### src/cache_defines.svh
`ifndef CACHE_DEFINES_SVH
`define CACHE_DEFINES_SVH

// address split
`define CACHE_TAG_W      20
`define CACHE_INDEX_W    8
`define CACHE_OFFSET_W   4
`define CACHE_ADDR_W     (`CACHE_TAG_W + `CACHE_INDEX_W + `CACHE_OFFSET_W)

// data widths
`define CACHE_WORD_W     32
`define CACHE_STRB_W     (`CACHE_WORD_W / 8)

// line geometry
`define CACHE_LINE_BYTES 16
`define CACHE_BANKS      (`CACHE_LINE_BYTES * 8 / `CACHE_WORD_W)
`define CACHE_BANK_W     2

// sets and ways
`define CACHE_SETS       (1 << `CACHE_INDEX_W)
`define CACHE_WAYS       2

`endif
### src/cache_mem_pkg.sv
`include "cache_defines.svh"

package cache_mem_pkg;

  // one line, bank 0 in the low word
  typedef logic [`CACHE_BANKS-1:0][`CACHE_WORD_W-1:0] line_t;

  // per-way views of a set
  typedef logic [`CACHE_WAYS-1:0] way_vec_t;
  typedef logic [`CACHE_WAYS-1:0][`CACHE_TAG_W-1:0] way_tags_t;
  typedef line_t [`CACHE_WAYS-1:0] way_lines_t;

  // line read request, addr is line aligned
  typedef struct packed {
    logic                     req;
    logic [`CACHE_ADDR_W-1:0] addr;
  } mem_rd_req_t;

  // line write-back pulse
  typedef struct packed {
    logic                     req;
    logic [`CACHE_ADDR_W-1:0] addr;
    line_t                    data;
  } mem_wr_req_t;

endpackage

### src/cache_cpu_pkg.sv
`include "cache_defines.svh"

package cache_cpu_pkg;

  // cpu op encoding
  typedef enum logic {
    op_read  = 1'b0,
    op_write = 1'b1
  } cpu_op_e;

  // request as presented with valid
  typedef struct packed {
    cpu_op_e                    op;
    logic [`CACHE_TAG_W-1:0]    tag;
    logic [`CACHE_INDEX_W-1:0]  index;
    logic [`CACHE_OFFSET_W-1:0] offset;
    logic [`CACHE_STRB_W-1:0]   wstrb;
    logic [`CACHE_WORD_W-1:0]   wdata;
  } cpu_req_t;

  // main controller states
  typedef enum logic [2:0] {
    st_idle    = 3'd0,
    st_lookup  = 3'd1,
    st_miss    = 3'd2,
    st_replace = 3'd3,
    st_refill  = 3'd4
  } ctrl_state_e;

endpackage

### src/cache_ctrl.sv
`timescale 1ns/10ps
`include "cache_defines.svh"

module cache_ctrl
  import cache_cpu_pkg::*;
  import cache_mem_pkg::*;
(
  input  logic                      clk_g,
  input  logic                      resetn,
  input  logic                      valid,
  input  cpu_req_t                  req,
  input  way_vec_t                  hit,
  input  way_vec_t                  way_valid,
  input  way_vec_t                  way_dirty,
  input  way_tags_t                 way_tags,
  input  way_lines_t                lines,
  input  logic                      wr_rdy,
  input  logic                      rd_rdy,
  input  logic                      ret_valid,
  input  logic                      ret_last,
  input  logic [`CACHE_WORD_W-1:0]  ret_data,
  output logic                      addr_ok,
  output logic                      data_ok,
  output logic [`CACHE_WORD_W-1:0]  rdata,
  output mem_rd_req_t               mem_rd,
  output mem_wr_req_t               mem_wr,
  output logic                      rd_en,
  output logic [`CACHE_INDEX_W-1:0] rd_index,
  output logic [`CACHE_TAG_W-1:0]   cmp_tag,
  output logic [`CACHE_INDEX_W-1:0] buf_index,
  output logic                      fill_en,
  output logic                      fill_way,
  output logic                      fill_dirty,
  output logic                      dirty_en,
  output logic                      dirty_way,
  output logic                      wr_en,
  output logic                      wr_way,
  output logic [`CACHE_BANK_W-1:0]  wr_bank,
  output logic [`CACHE_STRB_W-1:0]  wr_strb,
  output logic [`CACHE_WORD_W-1:0]  wr_word
);

  ctrl_state_e state;
  ctrl_state_e state_nxt;
  cpu_req_t req_q;
  logic victim_way;
  logic [3:0] lfsr;
  logic [`CACHE_BANK_W-1:0] ret_cnt;
  logic [`CACHE_BANK_W-1:0] req_bank;
  logic lookup_hit;
  logic hit_way;
  logic write_hit;
  logic victim_wb;
  logic in_refill;
  logic ret_req_word;
  logic [`CACHE_WORD_W-1:0] refill_word;

  assign req_bank = req_q.offset[`CACHE_OFFSET_W-1:2];
  assign lookup_hit = (state == st_lookup) && (|hit);
  assign hit_way = hit[1];
  assign write_hit = lookup_hit && (req_q.op == op_write);
  assign victim_wb = way_valid[victim_way] && way_dirty[victim_way];
  assign in_refill = (state == st_refill);
  assign ret_req_word = in_refill && ret_valid && (ret_cnt == req_bank);

  always_comb begin
    state_nxt = state;
    case (state)
      st_idle:
        if (valid)
          state_nxt = st_lookup;
      st_lookup:
        state_nxt = (|hit) ? st_idle : st_miss;
      // write-back slot, taken even for a clean victim
      st_miss:
        if (wr_rdy)
          state_nxt = st_replace;
      st_replace:
        if (rd_rdy)
          state_nxt = st_refill;
      st_refill:
        if (ret_valid && ret_last)
          state_nxt = st_idle;
      default:
        state_nxt = st_idle;
    endcase
  end

  always_ff @(posedge clk_g) begin
    if (!resetn) begin
      state      <= st_idle;
      victim_way <= 1'b0;
      lfsr       <= 4'b0001;
      ret_cnt    <= '0;
    end else begin
      state <= state_nxt;
      // x^4 + x^3 + 1
      lfsr <= {lfsr[2:0], lfsr[3] ^ lfsr[2]};
      // invalid way first, else random
      if ((state == st_lookup) && !(|hit)) begin
        victim_way <= !way_valid[0] ? 1'b0 : (!way_valid[1] ? 1'b1 : lfsr[0]);
      end
      if (state == st_replace) begin
        ret_cnt <= '0;
      end else if (in_refill && ret_valid) begin
        ret_cnt <= ret_cnt + 1'b1;
      end
    end
  end

  // request buffer
  always_ff @(posedge clk_g) begin
    if (valid && addr_ok) begin
      req_q <= req;
    end
  end

  // returned word, store bytes merged in for a write miss
  always_comb begin
    refill_word = ret_data;
    if (ret_req_word && (req_q.op == op_write)) begin
      for (int i = 0; i < `CACHE_STRB_W; i++) begin
        if (req_q.wstrb[i]) begin
          refill_word[i*8 +: 8] = req_q.wdata[i*8 +: 8];
        end
      end
    end
  end

  assign addr_ok = (state == st_idle);
  assign data_ok = lookup_hit || ret_req_word;
  assign rdata   = in_refill ? ret_data : lines[hit_way][req_bank];

  assign mem_rd.req  = (state == st_replace);
  assign mem_rd.addr = {req_q.tag, req_q.index, {`CACHE_OFFSET_W{1'b0}}};

  assign mem_wr.req  = (state == st_miss) && wr_rdy && victim_wb;
  assign mem_wr.addr = {way_tags[victim_way], req_q.index, {`CACHE_OFFSET_W{1'b0}}};
  assign mem_wr.data = lines[victim_way];

  // array reads at acceptance
  assign rd_en     = valid && addr_ok;
  assign rd_index  = req.index;
  assign cmp_tag   = req_q.tag;
  assign buf_index = req_q.index;

  assign fill_en    = in_refill && ret_valid && ret_last;
  assign fill_way   = victim_way;
  assign fill_dirty = (req_q.op == op_write);
  assign dirty_en   = write_hit;
  assign dirty_way  = hit_way;

  assign wr_en   = write_hit || (in_refill && ret_valid);
  assign wr_way  = in_refill ? victim_way : hit_way;
  assign wr_bank = in_refill ? ret_cnt : req_bank;
  assign wr_strb = in_refill ? {`CACHE_STRB_W{1'b1}} : req_q.wstrb;
  assign wr_word = in_refill ? refill_word : req_q.wdata;

endmodule

### config.mk
export PLATFORM = sky130hd
export DESIGN_NAME = cache_ctrl
export DESIGN_NICKNAME = d
export VERILOG_FILES = /design/src/cache_mem_pkg.sv /design/src/cache_cpu_pkg.sv /design/src/cache_ctrl.sv
export VERILOG_INCLUDE_DIRS = /design/src
export SDC_FILE = /design/constraint.sdc
export NUM_CORES = 1
export LEC_CHECK = 0
export ABC_AREA = 0
export ABC_CLOCK_PERIOD_IN_PS = 8400
export BUFFER_PORTS_ARGS = -buffer_cell sky130_fd_sc_hd__buf_2
export CELL_PAD_IN_SITES_DETAIL_PLACEMENT = 1
export CELL_PAD_IN_SITES_GLOBAL_PLACEMENT = 2
export CORE_AREA = 2 2 278 280
export CTS_CLUSTER_SIZE = 14
export DETAILED_ROUTE_END_ITERATION = 10
export DIE_AREA = 0 0 280 282
export GPL_TIMING_DRIVEN = 0
export PLACE_DENSITY_LB_ADDON = 0.1
export SLEW_MARGIN = 20
export SYNTH_ARGS = -nofsm -noshare
export SYNTH_HDL_FRONTEND = slang
export SYNTH_SLANG_ARGS = --single-unit
### constraint.sdc
create_clock -name clk_g -period 8.4 [get_ports clk_g]
set_clock_uncertainty 0.05 [all_clocks]
set_input_delay 1.26 -clock clk_g [delete_from_list [all_inputs] [get_ports clk_g]]
set_output_delay 1.26 -clock clk_g [all_outputs]
set_load 0.02 [all_outputs]
==> reports/results.ini, run 1 <==
[cts]
clockRootBuffer = clkbuf_16
cts.sinks = 77
cts_tree = built
clockBufferDepth = 2
htreeDepth = 3
cts_setup_buffers = 0
path_clk_slew_ns = 0.06
ctsHoldBuffers = 0
insertion_delay_ns = 0.36
numCtsBuffers = 9
ctsResizeCount = 0

[timing]
max_slew.worst_pin.slew_ns = 0.993
fmax_mhz = 224
period_share_pct = 53.1
period_minus_slack_ns = 4.46
final-setup-viol-count = 0
hold_violations = 0
max_slew_margin_pct = 33.2
rsz0062_at_grt = no
maxSlewViolCount = 0

[cells_and_area]
drive_gt1_share_pct = 64.2
final_core_util_pct = 18.0
area_delta_synth_final_pct = 62.5
layout.nets = 1990

[place]
gp_congestion = 0.773
hpwl_um = 58600
port_buffers = 708

[logic_synthesis]
syn_area_per_cell_sq_um = 9.91
synthArstFlopShare_pct = 0
synth-xor-area-share_pct = 0.732
synth.distinct_cells = 47
synth.cell_area_sq_um = 8370
synth_edf_count = 67
synth_top_family_by_area = multiplexers
yosysWarnings = 0
synth-simple-area-share_pct = 11.9
postSynthCellCount = 845
synthAdderAreaFrac_pct = 0
synth-compound-area-share_pct = 13.4
ys.flop_type = edfxtp_1
ys_ff_latch = 77
muxShareOfSynthArea_pct = 35.2
ys_seq_area_share_pct = 26.4

[worst_hold_path]
holdCritPathClass = reg -> reg
min_from = lfsr[1]
holdPathStages = 1

[floorplanning]
start_util_pct = 11.1
die-area_sq_um = 79000
fp.dieW_um = 280
core-area_sq_um = 75700
io_pins = 720
core.rowCount = 101
fp.dieH_um = 282

[pwr]
combPwrFrac_pct = 44.3
p_leak_nw = 6.38
p_int_mw = 1.01
total_power_mw = 1.65
p_sw_share_pct = 39.1
power.switching_mw = 0.645
p_per_area_nw_per_um2 = 121
irDropWorstVdd_mv = 0.105
clockPowerShare_pct = 27.5
seqPwrFrac_pct = 28.1

[critical_path]
crit_fanout = 10
crit_slowest_cell = o31ai_1
startpoint = hit[1]
path_depth = 7
critPathCaptureType = output pin
path_cells = buf_2 -> buf_6 -> buf_6 -> mux2i_1 -> a22o_1 -> o31ai_1 -> buf_2
cp_data_required_time_ns = 7.09
cp.buffers_inverters = 4
startpoint_type = primary input
reg2reg_from = state[1]
r2r.worst_path.cells = 9
critical_path_class = in -> out
critical-path-max-stage-delay_ns = 0.40
crit_arrival_ns = 3.15
critPathTopFamily = buffers and inverters

[run]
maxCapViolations = 0

[routing]
routed_wl_um = 67200
wire_per_inst_um = 26.1
vias = 9898
viasPerCell = 3.85
drtPass1Iterations = 4
initialDrtViolationCount = 374
ant_nets = 0
drc = 0

[global_routing]
grt_antenna_before_repair = 16
grt-ovfl-total = 0
grt_usage_pct = 16.2
grt_pass1_vias = 10900
grt_start_max_net_pins = 15
grt_pass1_wl_um = 88500

[status]
outcome = completed

[cells by family (layout without fill, tap and decap cells)]
family          after synthesis  in the layout
buf+inv                     163            896
flops                        77             77
compound gates              140            140
mux                         276            276
other cells                   1             19
simple gates                184            184
xor+xnor                      4              4
[metal layers]
layer,track usage [%],wire length [um],vias to the layer above
met5,0,65,-
met4,2.11,363,10
met3,4.47,4540,27
met2,31.0,36300,399
met1,18.0,26000,4820
li1,-,-,4642
[area by class of cell]
cell class,count,area [sq um]
clock buffers,9,225
repair buffers,717,3620
fillers,9127,62100
well taps,978,1220
clock inverters,7,97.6
diodes,11,27.5
flip-flops and latches,77,2210
inverters,3,11.3
multi-input cells,612,5160
plain buffers,160,1020
[path summary, 6_finish.rpt]
path,end,slack (ns)
worst max register to register,cmp_tag[8],5.58
worst min-delay path,lfsr[2],0.39
worst min register to register,lfsr[2],0.39
worst max-delay path,rdata[0],3.94
[Yosys cell counts (2+ instances only)]
master,count,area (sq um)
mux2_2,148,1670
mux2i_1,128,1280
buf_4,88,661
nand2_1,79,297
edfxtp_1,67,2010
a22o_1,64,561
nand3_1,33,165
or4_1,33,248
o211ai_1,32,240
o31ai_1,32,240
buf_2,30,150
clkbuf_1,30,113
dfxtp_1,10,200
nand2b_1,9,56.3
buf_6,6,67.6
buf_1,5,18.8
nor2_1,5,18.8
and2_1,4,25.0
nor2b_1,4,25.0
a21oi_1,3,15.0
nor4_2,3,37.5
a211oi_1,2,15.0
inv_1,2,7.51
nand3b_1,2,15.0
nor3b_1,2,15.0
o21ai_0,2,10.0
xnor2_1,2,17.5
[metrics by stage]
stage	worst slack, ns	hold WS (ns)	TNS (ns)	cell area, sq um	std cells
detailed placement	3.78	0.375	0	13200	2547
floorplan	0.354	0.362	0	8400	852
CTS	3.77	0.390	0	13600	2563
global placement	-4.60	0.369	-202.18	13200	2538
finish	3.94	0.386	0	13600	2574
global route	3.74	0.428	0	13600	2568
[power by group through the flow]
stage	Combinational, mW	Sequential [mW]	Clock [mW]
finish	0.732	0.464	0.455
global route	0.788	0.468	0.490
CTS	0.752	0.465	0.476
detailed placement	0.750	0.473	0
global placement	0.742	0.481	0
floorplan	0.396	0.473	0
[state kept, by name (all words and copies together) (netlist names), 2 cells and up]
signal and cells:
req_q 36, buf_index 8, state 3, cmp_tag 20
req_bank 2, ret_cnt 2, lfsr 4
[cell usage in the layout (no fill, tap or decap), drive strengths merged, types with 32 or more instances in the layout]
cell,synthesis,routed
buf,129,846
or4,33,33
edfxtp,67,67
o31ai,32,32
a22o,64,64
mux2i,128,128
clkbuf,31,40
nand3,33,33
o211ai,32,32
mux2,148,148
nand2,79,79
Note: power is estimated with default switching activity, not from simulation.
==> inputs of run 2 (changes only) <==
--- a/config.mk
+++ b/config.mk
@@ -6,8 +6,8 @@
 export SDC_FILE = /design/constraint.sdc
 export NUM_CORES = 1
 export LEC_CHECK = 0
-export ABC_AREA = 0
-export ABC_CLOCK_PERIOD_IN_PS = 8400
+export ABC_AREA = 1
+export ABC_CLOCK_PERIOD_IN_PS = 4400
 export BUFFER_PORTS_ARGS = -buffer_cell sky130_fd_sc_hd__buf_2
 export CELL_PAD_IN_SITES_DETAIL_PLACEMENT = 1
 export CELL_PAD_IN_SITES_GLOBAL_PLACEMENT = 2
==> constraint.sdc (replaced) <==
create_clock -name clk_g -period 4.4 [get_ports clk_g]
set_clock_uncertainty 0.05 [all_clocks]
set_input_delay 0.66 -clock clk_g [delete_from_list [all_inputs] [get_ports clk_g]]
set_output_delay 0.66 -clock clk_g [all_outputs]
set_load 0.02 [all_outputs]
==> reports/results.ini, run 2 <==
[cts]
insertion_delay_ns = 0.36
htreeDepth = 3
clockBufferDepth = 2
clockRootBuffer = clkbuf_16
ctsResizeCount = 0
numCtsBuffers = 9
cts_tree = built
path_clk_slew_ns = 0.06
ctsHoldBuffers = 0
cts.sinks = 77
cts_setup_buffers = 0

[global_routing]
grt_start_max_net_pins = 15
grt_usage_pct = 17.9
grt-ovfl-total = 0
grt_antenna_before_repair = 32
grt_pass1_vias = 12700
grt_pass1_wl_um = 98700

[floorplanning]
die-area_sq_um = 79000
core.rowCount = 101
fp.dieW_um = 280
io_pins = 720
fp.dieH_um = 282
start_util_pct = 10.5
core-area_sq_um = 75700

[routing]
vias = 11700
initialDrtViolationCount = 343
routed_wl_um = 73400
ant_nets = 0
viasPerCell = 3.81
drc = 0
drtPass1Iterations = 4
wire_per_inst_um = 23.9

[place]
port_buffers = 707
preCtsSetupSlack_ns = 0.540
hpwl_um = 65100
dpl_cell_area_sq_um = 12900
dp.cells = 3038
gp_congestion = 0.769

[logic_synthesis]
synth.distinct_cells = 29
synthAdderAreaFrac_pct = 0
synth.cell_area_sq_um = 7980
syn_area_per_cell_sq_um = 5.95
yosysWarnings = 0
ys_ff_latch = 77
ys_seq_area_share_pct = 27.7
yosysTopAreaCell = nand2_1
synth_common_cells = nand2_1, o21ai_0, nor2_1
synth_top_family_by_area = simple AND/OR/NAND/NOR gates
synth-compound-area-share_pct = 17.2
ys.flop_type = edfxtp_1
synth-simple-area-share_pct = 39.4
synthArstFlopShare_pct = 0
synth_edf_count = 67
yosysMostFrequentCell = nand2_1
synth-xor-area-share_pct = 0.219
muxShareOfSynthArea_pct = 0
postSynthCellCount = 1341
synth_top_area_share_pct = 26.8
ys_top_cells_by_area = nand2_1, edfxtp_1, o21ai_0

[status]
outcome = completed

[timing]
hold_ws_ns = 0.382
fin_ws_ns = 0.491
fmax_mhz = 256
max_slew_margin_pct = 27.8
maxSlewViolCount = 0
period_minus_slack_ns = 3.91
max_slew.worst_pin.slew_ns = 1.08
rsz0062_at_grt = no
hold_violations = 0
period_share_pct = 88.8
final-setup-viol-count = 0

[cells_and_area]
area_delta_synth_final_pct = 65.3
drive_gt1_share_pct = 42.0
largest_reg_flops = 36
layout.nets = 2481
mostFrequentLayoutCells = buf_2, nand2_1, o21ai_0
final_core_util_pct = 17.4
layout_commonest_cell = buf_2
final_area_sq_um = 13200
fillCellCount = 9592
regMostFlops = req_q
multiInputGateArea_sq_um = 4580
seqCellArea_sq_um = 2210
final_cells = 3067

[critical_path]
crit_fanout = 10
startpoint_type = flip-flop
r2r_setup_slack_ns = 2.34
cp_data_required_time_ns = 3.69
critPathCaptureType = output pin
crit_arrival_ns = 3.20
critical_path_class = reg -> out

[run]
maxCapViolations = 0

[pwr]
p_leak_nw = 6.90
p_per_area_nw_per_um2 = 402
irDropWorstVdd_mv = 0.275

[worst_hold_path]
holdCritPathClass = reg -> reg

## run 2: cell count changes after synthesis, moves of 47 or more
cell,change
nor2_1,+104
mux2i_1,-128
mux2_2,-148
a22o_1,-64
inv_1,+47
nand2_1,+490
o21ai_0,+191
## run 2: area by class of cell
cell class	instances	area share (%)
diodes	13	0.246
plain buffers	172	7.81
clock buffers	10	1.73
clock inverters	6	0.540
inverters	54	1.54
multi-input cells	1045	34.7
flip-flops and latches	77	16.8
well taps	978	9.27
repair buffers	712	27.4
## run 2: cells by family after synthesis
| family | Yosys count |
|---|---|
| buffers and inverters | 226 |
| and+or+nand+nor | 769 |
| AOI/OAI and AO/OA | 266 |
| DFF | 77 |
| xor gates and xnor gates | 2 |
| other | 1 |
## run 2: per-layer routing
layer	vias up	part of all wire, %	global-route usage, %
met4	28	1.6	4.28
met5	-	0.20	0
li1	5742	-	-
met2	420	53	33.9
met1	5431	38	18.9
met3	77	8.0	5.90
## run 2: worst paths after layout
check              startpoint         to  depth (start not counted)
hold / removal        lfsr[0]    lfsr[1]                          2
hold reg to reg       lfsr[0]    lfsr[1]                          2
setup reg to reg     state[2]   req_q[9]                          6
setup / recovery  req_bank[0]  rdata[28]                          7
## run 2: worst max-delay path, cell delays in order, from the launching register on
cell      delay, ns
edfxtp_1       0.33
buf_4          0.26
clkbuf_1       0.84
o21ai_0        0.19
o21ai_0        0.78
nand2_1        0.13
nand3_1        0.10
buf_2          0.19
## run 2: through the flow
step           setup TNS, ns  power (mW)
5_1_grt                    0        5.73
3_3_place_gp         -108.12        4.61
4_1_cts                    0        5.49
6_report                   0        5.31
2_1_floorplan              0        2.99
3_5_place_dp               0        4.66
## run 2: report_power, final
| group | internal [mW] | switching, mW |
|---|---|---|
| clock network | 0.445 | 0.344 |
| registers | 1.01 | 0.0872 |
| logic | 1.09 | 2.33 |
